## config.mk

```make
export PLATFORM = sky130hd
export DESIGN_NAME = snooping_engine
export DESIGN_NICKNAME = d
export VERILOG_FILES = /design/src/source/trace_snoop_pkg.sv /design/src/source/snoop_cfg_pkg.sv /design/src/source/snooping_engine.sv
export SDC_FILE = /design/constraint.sdc
export NUM_CORES = 1
export LEC_CHECK = 0
export BUFFER_PORTS_ARGS = -buffer_cell sky130_fd_sc_hd__buf_2
export CAP_MARGIN = 0
export CORE_AREA = 2 2 162 164
export CTS_BUF_LIST = sky130_fd_sc_hd__clkbuf_8
export CTS_CLUSTER_SIZE = 25
export DETAILED_ROUTE_END_ITERATION = 10
export DIE_AREA = 0 0 164 166
export SLEW_MARGIN = 20
export SYNTH_ARGS = -nofsm -noshare
export SYNTH_HDL_FRONTEND = slang
export SYNTH_SLANG_ARGS = --single-unit
```

## constraint.sdc

```tcl
create_clock -name clk_i -period 2.84 [get_ports clk_i]
set_clock_uncertainty 0.15 [all_clocks]
set_input_delay 0.426 -clock clk_i [delete_from_list [all_inputs] [get_ports clk_i]]
set_output_delay 0.426 -clock clk_i [all_outputs]
set_load 0.005 [all_outputs]
```

## src/source/trace_snoop_pkg.sv

```systemverilog
//******************************
// Trace record format
// Field 0 sits in the low word and also
// carries the opcode in instruction mode
//******************************
`default_nettype none

package trace_snoop_pkg;

   // Words per record, one bank each
   localparam int unsigned num_fields_c = 5;

   // Width of one record field
   localparam int unsigned field_width_c = 32;

   // Declared from the top word down, so pc_src_l lands in bits [31:0]
   typedef struct packed {
      logic [field_width_c-1:0] metadata;
      logic [field_width_c-1:0] pc_dst_h;
      logic [field_width_c-1:0] pc_dst_l;
      logic [field_width_c-1:0] pc_src_h;
      logic [field_width_c-1:0] pc_src_l;
   } trace_t;

   // Snoop modes, both upper codes disable recording
   typedef enum logic [1:0] {
      MODE_ADDRESS     = 2'b00,
      MODE_INSTRUCTION = 2'b01,
      MODE_OFF_2       = 2'b10,
      MODE_OFF_3       = 2'b11
   } trace_mode_e;

endpackage

`default_nettype wire

```

## src/source/snoop_cfg_pkg.sv

```systemverilog
//******************************
// Configuration register map
// CTRL holds mode [1:0] and cnt_rst [2]
// STATUS holds full [31] and cnt below
//******************************
`default_nettype none

package snoop_cfg_pkg;

   // Register select, only CTRL takes writes
   typedef enum logic {
      CFG_CTRL   = 1'b0,
      CFG_STATUS = 1'b1
   } cfg_sel_e;

   // Bit of the CTRL word that requests a counter reset
   localparam int unsigned cfg_ctrl_rst_bit_c = 2;

   // Bit of the STATUS word that shows the full flag
   localparam int unsigned cfg_status_full_bit_c = 31;

   // Control state handed to the engine
   typedef struct packed {
      trace_snoop_pkg::trace_mode_e trace_mode;
      logic                         cnt_rst;
   } snoop_cfg_t;

endpackage

`default_nettype wire

```

## src/source/snooping_engine.sv

```systemverilog
//******************************
// Snooping engine
// One entry per strobe, counter wraps at 2**AddrWidth
// A cnt_rst pulse drops a strobe in the same cycle
//******************************
`timescale 1ns/1ns
`default_nettype none

module snooping_engine
   import trace_snoop_pkg::*;
   import snoop_cfg_pkg::*;
#(
   parameter int unsigned AddrWidth = 10
) (
   input  wire  logic                                      clk_i,
   input  wire  logic                                      rst_ni,
   input  wire  trace_t                                    trace_i,
   input  wire  logic                                      snoop_en_i,
   input  wire  snoop_cfg_t                                cfg_i,
   output       logic [num_fields_c-1:0]                   bank_req_o,
   output       logic [num_fields_c-1:0][AddrWidth-1:0]     bank_addr_o,
   output       logic [num_fields_c-1:0][field_width_c-1:0] bank_wdata_o,
   output       logic [AddrWidth-1:0]                      cnt_o,
   output       logic [AddrWidth-1:0]                      first_valid_o,
   output       logic [AddrWidth-1:0]                      last_valid_o,
   output       logic                                      buf_full_o
);

   logic [num_fields_c-1:0][field_width_c-1:0] trace_words;
   logic                                       mode_active;
   logic                                       rec_write;
   logic                                       at_last_entry;
   logic [AddrWidth-1:0]                       cnt_next;

   // Record viewed as one word per bank, field 0 lowest
   assign trace_words = trace_i;

   assign mode_active = (cfg_i.trace_mode == MODE_ADDRESS) ||
                        (cfg_i.trace_mode == MODE_INSTRUCTION);
   assign rec_write   = snoop_en_i && mode_active && !cfg_i.cnt_rst;

   // Natural overflow gives the wrap at the bank depth
   assign cnt_next      = cnt_o + 1'b1;
   assign at_last_entry = (cnt_o == '1);

   // Bank select and field routing
   always_comb begin
      bank_req_o   = '0;
      bank_wdata_o = '0;
      for (int unsigned i = 0; i < num_fields_c; i++) begin
         bank_addr_o[i] = cnt_o;
      end
      if (rec_write) begin
         case (cfg_i.trace_mode)
            MODE_ADDRESS: begin
               bank_req_o   = '1;
               bank_wdata_o = trace_words;
            end
            MODE_INSTRUCTION: begin
               // Opcode only, other banks keep their old words
               bank_req_o[0]   = 1'b1;
               bank_wdata_o[0] = trace_words[0];
            end
            default: begin
               bank_req_o = '0;
            end
         endcase
      end
   end

   // Entry counter and valid window
   always_ff @(posedge clk_i or negedge rst_ni) begin
      if (!rst_ni) begin
         cnt_o         <= '0;
         first_valid_o <= '0;
         last_valid_o  <= '0;
         buf_full_o    <= 1'b0;
      end else if (cfg_i.cnt_rst) begin
         cnt_o         <= '0;
         first_valid_o <= '0;
         last_valid_o  <= '0;
         buf_full_o    <= 1'b0;
      end else if (rec_write) begin
         cnt_o        <= cnt_next;
         last_valid_o <= cnt_o;
         // Oldest entry moves along once the buffer has wrapped
         if (buf_full_o || at_last_entry) begin
            first_valid_o <= cnt_next;
         end
         if (at_last_entry) begin
            buf_full_o <= 1'b1;
         end
      end
   end

endmodule

`default_nettype wire

```

* Word-level counts from Yosys, hierarchy flattened *
Index checks and enable logic that the tools add are counted.

operators by class
  $add $sub $neg = 1
  multiply operators = 0
  divide/modulo/power cells = 0
  $lt $le $gt $ge = 0
  equality and inequality tests = 2
  shifts and indexed selects = 0
  multiplexer cells = 16
  bitwise logic cells = 0
  reductions and logical operators = 12

operators by type and width
  cell                                           count
  two-way mux 160 bit                            1
  two-way mux 128 bit                            1
  two-way mux 10 bit                             7
  two-way mux 32 bit                             1
  adder 10 x 1 -> 10 bit, second input constant  1
  == test 10 bit, second input constant          1
  nonzero test 2 bit                             3
  two-way mux 5 bit                              1
  two-way mux 1 bit                              4
  two-way mux 4 bit                              1
  AND reduction 2 bit                            2
  == test 2 x 1 -> 1 bit, second input constant  1
  logical AND 1 bit                              2
  logical NOT 2 bit                              1
  logical OR 1 bit                               2
  OR reduction 2 bit                             1
  logical NOT 1 bit                              1

storage, ports and cells
  register bits = 31
  bits in latches = 0
  bits in writable memories = 0
  memory bits (read-only) = 0
  bits of input ports = 166
  output and inout port bits = 246
  word-level logic and storage cells = 35
  memories kept = 0

* Depth between registers and ports, before layout *
  word-level depth = 6
  depth in mapped cells = 5
  mapped depth without buffers = 5

* Worst setup path before layout *
OpenSTA, ideal clock, no wires.

  path type = input-to-output
  start = input port cfg_i[2] (netlist bit)
  end = output port bank_wdata_o[140] (netlist bit)
  arrival = 1423 ps
  data required time = 2264 ps
  setup slack = 841 ps
  stages on the path = 5
  path buffers = 2
  path through = nand2b_1 nor3_1 clkbuf_1 clkbuf_1 and2_1

RTL lines
  item         line                   source
  from (decl)  snooping_engine.sv:19  input wire snoop_cfg_t cfg_i,
  to (decl)    snooping_engine.sv:22  output logic [num_fields_c-1:0][field_width_c-1:0] bank_wdata_o,

==> out/results.ini <==
[clock_network]
clk_pin_slew_ns=0.07
clockRootBuffer=clkbuf_8
hold_buffers=0
h-tree-depth=2
cts.sinks=31
postCtsSetupBuffers=0
cts_tree=built
clk_latency_ns=0.29
ctsResizeCount=0
numCtsBuffers=5
clockBufferDepth=2

[timing]
hold_violations=0
drv_slew=0
max_freq_ghz=0.4428
period_minus_slack_ns=2.258
tightest_slew_ns=0.6908
setup_tns_ns=0
maxSlewHeadroom_pct=53.95
setup_violations=0
period_share_pct=79.52
rsz0062_at_grt=no
timing.hold.ws_ns=0.02529

[global_route]
track_usage_pct=10.54
grt_max_degree=133
antenna_found_initial=0
grt-ovfl-total=0
grt_pass1_wl_mm=22.05
grt_pass1_vias=3475

[logic_synthesis]
synth_area_per_cell_sq_um=7.588
synth_edf_count=0
netlist_top_cells_area=and2_1 (34%), dfrtp_1 (26%), buf_4 (13%)
syn_nets=556
ys_seq_elements=31
yosysTopAreaCellShare_pct=33.91
synthesis.instances=389
ys.flop_type=dfrtp_1
synth_largest_area_cell=and2_1
yosys-top-cells-count=and2_1 (160), buf_4 (53), dfrtp_1 (31), a21oi_1 (23), nand2_1 (23)
yosys.cell_count.top_type=and2_1
synth.distinct_cells=31
synth_area_sq_um=2952
ys_seq_area_share_pct=26.28
yosys_warnings=0
async_reset_ff_share_pct=100.0

[critical_path]
slowest_stage=buf_4
end_kind=output pin
critical_path_required_ns=2.26
path_cells=buf_2, nand2b_1, buf_4, nor2_1, buf_4, and2_1, buf_2
slowest_delay_ns=0.28
cp-start-kind=primary input
path_class=primary input to output pin
path_max_fanout=33
cp.arrival_ns=1.68

[drt]
via_per_inst=3.532
drt-total-wl_mm=15.44
final_antenna_net_count=0
drc=0
drtIter0Drc=271
drtPass1Iterations=4
wl_per_cell_um=14.43
vias=3779

[floorplanning]
ioPinCount=412
start_util_pct=11.52
die-area_sq_um=27220
std_cell_rows=59
coreArea_sq_um=25620
die_w_um=164
die_h_um=166

[job]
cap_viol_max_count=0

[final_layout]
fin_cells=1070
layout.area.seq_sq_um=775.7
diodes=0
drive_gt1_share_pct=58.91
multi_input_area_sq_um=1655
syn2layout_area_growth_pct=73.34
fillers=2896
nets=901

[status]
status=complete, no violations

[hold_path]
hold_path_class=primary input to async pin

[placement]
finalWeightedCongestion=0.8657
placed_cells=1062
port_buffers=411
dp_hpwl_mm=12.72

[pwr]
leakagePower_nw=3.124
total_power_w=0.001170
p_per_area_nw_per_um2=228.7
ir_drop_mv=0.2512

[power by group]
| part | internal (W) | switching (W) | total, W |
|---|---|---|---|
| registers | 0.000444 | 0.00000522 | 0.000449 |
| clock network | 0.000284 | 0.000173 | 0.000457 |
| logic | 0.000143 | 0.000121 | 0.000264 |
[state kept, by name (all words and copies together), names as in the netlist]
signal,count
first_valid_o,10
buf_full_o,1
last_valid_o,10
cnt_o,10
[final timing paths]
check / slack (ns) / end / start / cells past startpoint
setup / recovery: 0.58 / bank_wdata_o[31] / cfg_i[2] / 7
max in group asynchronous: 2.06 / first_valid_o[0] / rst_ni / 1
min in group clk_i: 0.37 / last_valid_o[1] / last_valid_o[1] / 2
hold / removal: 0.03 / first_valid_o[2] / rst_ni / 1
setup reg to reg: 0.59 / first_valid_o[6] / cnt_o[0] / 5
hold reg to reg: 0.37 / last_valid_o[1] / last_valid_o[1] / 2
[layer usage]
metal  share of wire [%]  vias up  GRT usage, %
li1                    -     1852             -
met3                 9.1        6         2.772
met5                   0        -             0
met1                  45     1716         15.22
met2                  45      205         16.17
met4                0.38        0         1.144
[stage by stage]
stage / utilization [%] / setup slack, ns / instance area [sq um]
floorplan: - / 0.8408 / 2952
global placement: 19.51 / 0.5758 / 4999
detailed placement: 19.51 / 0.5754 / 4999
CTS: 19.97 / 0.5664 / 5116
global route: 19.97 / 0.4190 / 5116
finish: 19.97 / 0.5817 / 5116
[critical path, delay by kind of cell]
kind | cells | cell delay [ns]
simple gates | 3 | 0.51
buf+inv | 4 | 0.75
[placed cells by master (no fill, tap or decap), drive strengths merged, types with 2 or more instances in the layout]
cell and n:
dfrtp 31, nand2 24, and2 160, nor3 6, nor4 3, nand3 5, xor2 2, o21ai 4
inv 3, buf 420, nor2 13, or3 3, xnor2 13, a211oi 8, a21oi 23, clkbuf 6
[layout make-up]
class                      count  share of cell area, %
inverter                       3                 0.2201
multi-input combinational    273                  32.36
clock inverter                 2                 0.6848
clock buffer                   6                  1.614
sequential                    31                  15.16
tap                          335                  8.193
timing repair buffer         420                  41.77
[logic make-up after synthesis]
| family | synth area share (%) |
|---|---|
| simple gates | 43.20 |
| buf+inv | 17.80 |
| compound gates | 7.843 |
| flops | 26.28 |
| xor+xnor | 4.451 |
| fa+ha+maj | 0.4238 |
Note: power is estimated with default switching activity, not from simulation.
