==> src/source/trace_snoop_pkg.sv <==
//******************************
// Trace record format
// Field 0 sits in the low word and also
// carries the opcode in instruction mode
//******************************
`default_nettype none

package trace_snoop_pkg;

   // Words per record, one bank each
   localparam int unsigned num_fields_c = 5;

   // Width of one record field
   localparam int unsigned field_width_c = 32;

   // Declared from the top word down, so pc_src_l lands in bits [31:0]
   typedef struct packed {
      logic [field_width_c-1:0] metadata;
      logic [field_width_c-1:0] pc_dst_h;
      logic [field_width_c-1:0] pc_dst_l;
      logic [field_width_c-1:0] pc_src_h;
      logic [field_width_c-1:0] pc_src_l;
   } trace_t;

   // Snoop modes, both upper codes disable recording
   typedef enum logic [1:0] {
      MODE_ADDRESS     = 2'b00,
      MODE_INSTRUCTION = 2'b01,
      MODE_OFF_2       = 2'b10,
      MODE_OFF_3       = 2'b11
   } trace_mode_e;

endpackage

`default_nettype wire

==> src/source/snoop_cfg_pkg.sv <==
//******************************
// Configuration register map
// CTRL holds mode [1:0] and cnt_rst [2]
// STATUS holds full [31] and cnt below
//******************************
`default_nettype none

package snoop_cfg_pkg;

   // Register select, only CTRL takes writes
   typedef enum logic {
      CFG_CTRL   = 1'b0,
      CFG_STATUS = 1'b1
   } cfg_sel_e;

   // Bit of the CTRL word that requests a counter reset
   localparam int unsigned cfg_ctrl_rst_bit_c = 2;

   // Bit of the STATUS word that shows the full flag
   localparam int unsigned cfg_status_full_bit_c = 31;

   // Control state handed to the engine
   typedef struct packed {
      trace_snoop_pkg::trace_mode_e trace_mode;
      logic                         cnt_rst;
   } snoop_cfg_t;

endpackage

`default_nettype wire

==> src/source/snoop_cfg_regs.sv <==
//******************************
// Control and status registers
// cnt_rst is a one-cycle pulse after the write
// AddrWidth must stay below 31
//******************************
`timescale 1ns/1ns
`default_nettype none

module snoop_cfg_regs
   import trace_snoop_pkg::*;
   import snoop_cfg_pkg::*;
#(
   parameter int unsigned AddrWidth = 10
) (
   input  wire  logic                 clk_i,
   input  wire  logic                 rst_ni,
   input  wire  logic                 cfg_we_i,
   input  wire  cfg_sel_e             cfg_sel_i,
   input  wire  logic [31:0]          cfg_wdata_i,
   output       logic [31:0]          cfg_rdata_o,
   input  wire  logic                 buf_full_i,
   input  wire  logic [AddrWidth-1:0] cnt_i,
   output       snoop_cfg_t           cfg_o
);

   trace_mode_e mode_q;
   logic        cnt_rst_q;
   logic        ctrl_we;

   assign ctrl_we = cfg_we_i && (cfg_sel_i == CFG_CTRL);

   // Mode is stored, counter reset clears itself on the next edge
   always_ff @(posedge clk_i or negedge rst_ni) begin
      if (!rst_ni) begin
         mode_q    <= MODE_OFF_3;
         cnt_rst_q <= 1'b0;
      end else begin
         cnt_rst_q <= ctrl_we && cfg_wdata_i[cfg_ctrl_rst_bit_c];
         if (ctrl_we) begin
            mode_q <= trace_mode_e'(cfg_wdata_i[1:0]);
         end
      end
   end

   assign cfg_o.trace_mode = mode_q;
   assign cfg_o.cnt_rst    = cnt_rst_q;

   // Read-back mux
   always_comb begin
      cfg_rdata_o = '0;
      case (cfg_sel_i)
         CFG_CTRL: begin
            cfg_rdata_o[1:0] = mode_q;
         end
         default: begin
            cfg_rdata_o[AddrWidth-1:0]          = cnt_i;
            cfg_rdata_o[cfg_status_full_bit_c] = buf_full_i;
         end
      endcase
   end

endmodule

`default_nettype wire

==> config.mk <==
export PLATFORM = sky130hd
export DESIGN_NAME = snoop_cfg_regs
export DESIGN_NICKNAME = d
export VERILOG_FILES = /design/src/source/trace_snoop_pkg.sv /design/src/source/snoop_cfg_pkg.sv /design/src/source/snoop_cfg_regs.sv
export SDC_FILE = /design/constraint.sdc
export NUM_CORES = 1
export LEC_CHECK = 0
export BUFFER_PORTS_ARGS = -buffer_cell sky130_fd_sc_hd__buf_4
export CORE_MARGIN = 10
export CORE_UTILIZATION = 23
export DETAILED_ROUTE_END_ITERATION = 7
export PLACE_DENSITY = 0.86
export SYNTH_ARGS = -nofsm -noshare
export SYNTH_HDL_FRONTEND = slang
export SYNTH_SLANG_ARGS = --single-unit
==> constraint.sdc <==
create_clock -name clk_i -period 1.3 [get_ports clk_i]
set_clock_uncertainty 0.2 [all_clocks]
set_input_delay 0.13 -clock clk_i [delete_from_list [all_inputs] [get_ports clk_i]]
set_output_delay 0.13 -clock clk_i [all_outputs]
set_load 0.01 [all_outputs]
**After elaboration in Yosys (flattened, before gate mapping)**

Index checks and enable logic that the tools add are counted.

- Register bits: 3
- Logic and storage cells: 8

- Mux-type cells: 3
- Bitwise logic cells: 1
- Reduce and logical (&&, ||, !) cells: 2

Operator list:

| kind | count |
|---|---|
| $mux 8 | 1 |
| $logic_and 1x1->1 | 2 |
| $mux 2 | 1 |
| $mux 1 | 1 |
| $not 1->1 | 1 |

**Depth between registers and ports, before layout**

Gate-level depths: netlist of the first run.

- Depth in word-level cells: 3
- Depth in mapped cells: 2
- Mapped depth without buffers: 2

**Worst setup path after synthesis of the first run**

No wires, ideal clock.

- Kind: register -> output
- From: register mode_q[1]
- To: output cfg_rdata_o[1]
- Path slack: 0.258 ns
- Data arrival time: 0.712 ns
- Buffers on the path: 0
- Required time: 0.970 ns
- Stages on the path, launching flop included: 2
- Path through: dfstp_2 -> mux2_2

- Word-level cells in the longest chain between the ends: 1

RTL lines:

| item | line | RTL |
|---|---|---|
| start: declaration | snoop_cfg_regs.sv:26 | `trace_mode_e mode_q;` |
| start signal: assignment | snoop_cfg_regs.sv:40 | `mode_q <= trace_mode_e'(cfg_wdata_i[1:0]);` |
| $mux 2 | snoop_cfg_regs.sv:51 | `case (cfg_sel_i)` |
| end: declaration | snoop_cfg_regs.sv:20 | `output logic [31:0] cfg_rdata_o,` |

No other way between the ends.

**Final worst setup path of the first run**

Ends and elaborated chain as after synthesis.

==> metrics.csv, run 1 <==
metric,value,unit
status,"complete, but fails checks",
violations,negative setup slack,
worst_ep_arrival_time,1.02,ns
antenna_found_initial,0,
ys.flop_type,dfstp_2,
r2r_start,mode_q[0],
hold_viol_final,0,
ys_seq_area_share,20.5,%
postSynthCellCount,42,
io_buffers,31,
ys_seq_elements,3,
yosys_warnings,0,
vias_per_cell,3.51,
numCtsBuffers,3,
syn-cell-area,378,sq um
wire_per_inst,13.7,microns
fin_crit,1.35,ns
ctsRootBufferMaster,clkbuf_4,
fillers,162,
fin_cells,94,
setup_viol,2,
ff2ff_path_depth,1,
first_iter_violations,3,
synth.top_cells.by_count,"buf_4 (22), and2_1 (10), dfstp_2 (2), mux2_1 (2)",
startpoint_type,flop,
worstPathRequired,0.97,ns
drive_above_1_share,50.0,%
area.growth.synth_to_final,60.6,%
track_usage,6.25,%
die_w,60.5,microns
via_count,330,
final.setup.worst_slack,-0.0461,ns
gr-total-overflow,0,
worstPathCellList,mux2_4 > buf_6,
num-nets-final,126,
cts_tree,built,
core,1520,sq um
powerDensity,778,nW/um^2
pre_cts_slack,0.175,ns
cts_buffer_depth,2,
worst-setup-path-type,reg -> out,
regArea,77.6,sq um
ys_types,10,
slew_violations,0,
cts.sinks,3,
synth_most_common_cell,buf_4,
synthArstFlopShare,100,%
post-cts-setup-buffer-count,0,
cp_max_fo,3,
vdd_drop_max,0.000556,V
timing.fmax,0.743,GHz
clkTransAtPathRegs,0.03,ns
ant_nets,0,
critPathCaptureType,primary output,
grt_pass1_wl,1740,microns
grt_max_degree,13,
rsz0062_at_grt,yes,
cp_slowest_stage_delay,0.54,ns
synth_top_cell_by_area,buf_4,
clk_latency,0.23,ns
cp_num_cells,2,
multiInputGateArea,203,sq um
crit_start,mode_q[1],
worst-path-buf-inv,1,
maxCapViolCount,0,
diodes,0,
cts_max_level,1,
synth-edff-count,0,
syn_area_per_cell,9.00,sq um
synth_top_area_share,43.7,%
crit_slowest_cell,dfstp_2,
crit_family,flip-flops,
crit_path_end,cfg_rdata_o[1],
die_h,60.5,microns
synth_area_leaders,"buf_4 (44%), and2_1 (17%), dfstp_2 (14%)",
drc,0,
min_period_over_period,104,%
hold_class,in -> async,
firstDrtPassIters,3,
power_leakage,0.000344,uW
place_congestion,0.610,
rows,14,
dp_cells,86,
initial_utilization,24.8,%
grt_pass1_vias,352,
pin_count,82,
r2r_slack,0.37,ns
dieArea,3660,sq um
routed_wl,1290,microns
r2r_end,mode_q[0],
## registers in the layout, summed over array words and instances, names as in the netlist
name       cells
cnt_rst_q      1
mode_q         2
## power by group
group / internal [uW] / total (uW) / switching (uW)
Sequential: 112 / 121 / 9.50
Combinational: 108 / 195 / 86.7
Clock: 115 / 156 / 41.6
## what timing repair did
| action | 4_1_cts | 5_1_grt |
|---|---|---|
| endpoints found under the setup margin | 2 | 2 |
| hold buffers | 4 | 0 |
| pin swaps | 0 | 0 |
| resized for setup | 3 | 0 |
| hold endpoints to repair | 6 | 0 |
## per-stage QoR
step           hold WS, ns  power (uW)  utilization [%]  cell area, sq um  TNS (ns)
4_1_cts             0.0250         475             39.8               607   -0.0943
3_5_place_dp        -0.277         297             34.7               529         0
3_3_place_gp        -0.279         291             34.7               529         0
2_1_floorplan       -0.366         248                -               453         0
5_1_grt             0.0440         506             39.8               607    -0.145
6_report            0.0248         472             39.8               607   -0.0821
## how the worst min path moves through the flow
stage            from         to  slack [ns]  depth (start not counted)
6_report       rst_ni  cnt_rst_q        0.02                          2
5_1_grt        rst_ni  cnt_rst_q        0.04                          2
4_1_cts        rst_ni  cnt_rst_q        0.02                          2
3_5_place_dp   rst_ni  cnt_rst_q       -0.28                          1
3_3_place_gp   rst_ni  cnt_rst_q       -0.28                          1
2_1_floorplan  rst_ni  cnt_rst_q       -0.37                          0
## layout by cell type (no fill, tap or decap), drive strengths merged
cell type	Yosys	final
nor2b	1	1
clkbuf	0	4
dlygate4sd3	0	4
mux2	4	4
dfstp	2	2
and2	10	10
conb	1	21
dfrtp	1	1
buf	23	31
## area by class of cell
type	instances	area share, %
timing repair buffer	35	46.2
tap	16	3.30
sequential	3	12.8
clock buffer	4	4.33
multi-input combinational	36	33.4
## per-layer routing
| layer | vias to the layer above | track usage, % | wire length, microns |
|---|---|---|---|
| met3 | 0 | 3.97 | 230 |
| li1 | 156 | - | - |
| met5 | - | 0 | 0 |
| met2 | 28 | 12.9 | 727 |
| met1 | 146 | 4.34 | 330 |
| met4 | 0 | 1.88 | 0 |
## cells by family after synthesis
| group | Yosys count | synth area share [%] |
|---|---|---|
| buffers and inverters | 23 | 46.7 |
| flip-flops | 3 | 20.5 |
| other | 1 | 0.992 |
| AND/OR/NAND/NOR | 11 | 18.9 |
| multiplexers | 4 | 12.9 |
No activity file was read; power rests on OpenSTA's default activity.
==> run 2: changes to the inputs <==
--- a/config.mk
+++ b/config.mk
@@ -9,7 +9,7 @@
 export CORE_MARGIN = 10
 export CORE_UTILIZATION = 23
 export DETAILED_ROUTE_END_ITERATION = 7
-export PLACE_DENSITY = 0.86
+export PLACE_DENSITY = 0.79
 export SYNTH_ARGS = -nofsm -noshare
 export SYNTH_HDL_FRONTEND = slang
 export SYNTH_SLANG_ARGS = --single-unit
==> constraint.sdc (replaced) <==
create_clock -name clk_i -period 1.4 [get_ports clk_i]
set_clock_uncertainty 0.2 [all_clocks]
set_input_delay 0.14 -clock clk_i [delete_from_list [all_inputs] [get_ports clk_i]]
set_output_delay 0.14 -clock clk_i [all_outputs]
set_load 0.01 [all_outputs]
==> run 2 against run 1 <==
Non-clock buffer count stayed put. Largest cell class unchanged. The run now ends clean. Flip-flop and latch count stayed put. Via count is 3.9% higher. Highest routed layer unchanged. Global-route usage is 0.081 points higher.
==> metrics.csv, run 2 (synthesis gave the netlist of run 1 again) <==
metric,value,unit,change
min_period_over_period,97.0,%,
track_usage,6.33,%,+0.081 points
cts_tree,built,,
switching_share,30.1,%,+0.95 points
vdd_drop_max,0.000394,V,-29%
startpoint_type,flop,,
cts_buffer_depth,2,,unchanged
cts.sinks,3,,unchanged
first_iter_violations,0,,-3
die_h,60.5,microns,unchanged
vias_per_cell,3.65,,+3.9%
fin_util,39.1,%,-0.74 points
drive_above_1_share,50.0,%,unchanged
pin_count,82,,unchanged
critPathCaptureType,primary output,,
p_seq_share,25.3,%,-0.3 points
firstDrtPassIters,1,,-2
mostFrequentLayoutCell,buf_4,,
clock_power_share,35.1,%,+2.0 points
layout_common_cells,"buf_4 (31), conb_1 (21), and2_1 (10), dlygate4sd3_1 (4), clkbuf_4 (3)",,
hold_viol_final,0,,unchanged
p_sw,131,uW,-4.8%
status,"finished, final reports clean",,
ant_nets,0,,unchanged
rsz0062_at_grt,no,,
crit_path_end,cfg_rdata_o[1],,
powerDensity,731,nW/um^2,-6.1%
diodes,0,,unchanged
area.growth.synth_to_final,57.6,%,
p_int,304,uW,-9.0%
largest-register,mode_q,,
grt_max_degree,13,,unchanged
initial_utilization,24.8,%,unchanged
rows,14,,unchanged
largest_reg_flops,2,,unchanged
power_leakage,0.000337,uW,-2.0%
num-nets-final,126,,unchanged
core,1520,sq um,unchanged
fin_crit,1.36,ns,
clk_latency,0.23,ns,about the same
timing.fmax,0.736,GHz,
io_buffers,31,,unchanged
antenna_found_initial,0,,unchanged
numCtsBuffers,3,,unchanged
die_w,60.5,microns,unchanged
place_congestion,0.676,,+11%
r2r_start,mode_q[1],,
cp_max_fo,3,,unchanged
maxCapViolCount,0,,unchanged
grt_pass1_wl,1750,microns,+0.40%
reg_top3,"mode_q: 2 flops, cnt_rst_q: 1 flops",,
clkTransAtPathRegs,0.04,ns,about the same
worst_ep_arrival_time,1.02,ns,about the same
crit_start,mode_q[1],,
wire_per_inst,13.7,microns,+0.16%
via_count,343,,+3.9%
fin_tns_setup,0,ns,+0.0821 ns
ff2ff_path_depth,1,,unchanged
hold_class,in -> async,,
cts_max_level,1,,unchanged
grt_pass1_vias,388,,+10%
worstPathRequired,1.06,ns,+0.09 ns
setup_viol,0,,-2
worst-setup-path-type,reg -> out,,
dieArea,3660,sq um,unchanged
r2r_end,mode_q[1],,
pwr-share-comb,39.6,%,-1.7 points
routed_wl,1290,microns,+0.16%
ctsRootBufferMaster,clkbuf_4,,
gr-total-overflow,0,,unchanged
slew_violations,0,,unchanged
drc,0,,unchanged
r2r_slack,0.48,ns,+0.11 ns
==> run 2: cell counts in the layout (fill, tap and decap cells not counted) <==
Identical to the previous run, type by type.
==> run 2: worst min-delay path by stage <==
stage            from   endpoint  depth (start not counted)
2_1_floorplan  rst_ni  cnt_rst_q                          0
3_3_place_gp   rst_ni  cnt_rst_q                          1
3_5_place_dp   rst_ni  cnt_rst_q                          1
4_1_cts        rst_ni  cnt_rst_q                          2
5_1_grt        rst_ni  cnt_rst_q                          2
6_report       rst_ni  cnt_rst_q                          2
==> run 2: layer usage <==
layer | vias up | global-route usage [%] | part of all wire (%)
met3 | 0 | 5.64 | 32
li1 | 156 | - | -
met4 | 0 | 3.76 | 0
met2 | 47 | 10.7 | 40
met1 | 140 | 4.68 | 29
met5 | - | 0 | 0
==> run 2: power groups by stage <==
| stage | registers [uW] | clock network [uW] | logic, uW |
|---|---|---|---|
| 2_1_floorplan | 114 | 0 | 116 |
| 3_3_place_gp | 111 | 0 | 160 |
| 3_5_place_dp | 110 | 0 | 162 |
| 4_1_cts | 110 | 161 | 171 |
| 5_1_grt | 112 | 168 | 189 |
| 6_report | 110 | 153 | 172 |
==> run 2: worst max-delay path: stages, from the launching register on <==
cell and delay (ns):
dfstp_2 0.53, mux2_2 0.14, buf_4 0.11
==> run 2: timing repair <==
item / 4_1_cts / 5_1_grt
hold buffers: 4 / 0
hold endpoints to repair: 6 / 0
buffers inserted: 0 / 0
resized for setup: 0 / 0
==> run 2: cell type report <==
cell class,instances,area [sq um]
fill,159,928
timing repair buffer,35,273
multi-input combinational,36,199
sequential,3,77.6
clock buffer,4,26.3
tap,16,20.0
==> run 2: stage by stage <==
stage / cells / power, uW / area [sq um] / hold WS [ns] / setup WS [ns]
final: 94 / 436 / 596 / 0.0266 / 0.0421
after global routing: 94 / 469 / 596 / 0.0362 / 0.00213
after CTS: 94 / 441 / 596 / 0.0236 / 0.0371
after detailed placement: 86 / 272 / 529 / -0.269 / 0.277
after global placement: 86 / 271 / 529 / -0.271 / 0.291
after floorplan: 62 / 230 / 453 / -0.356 / 0.348
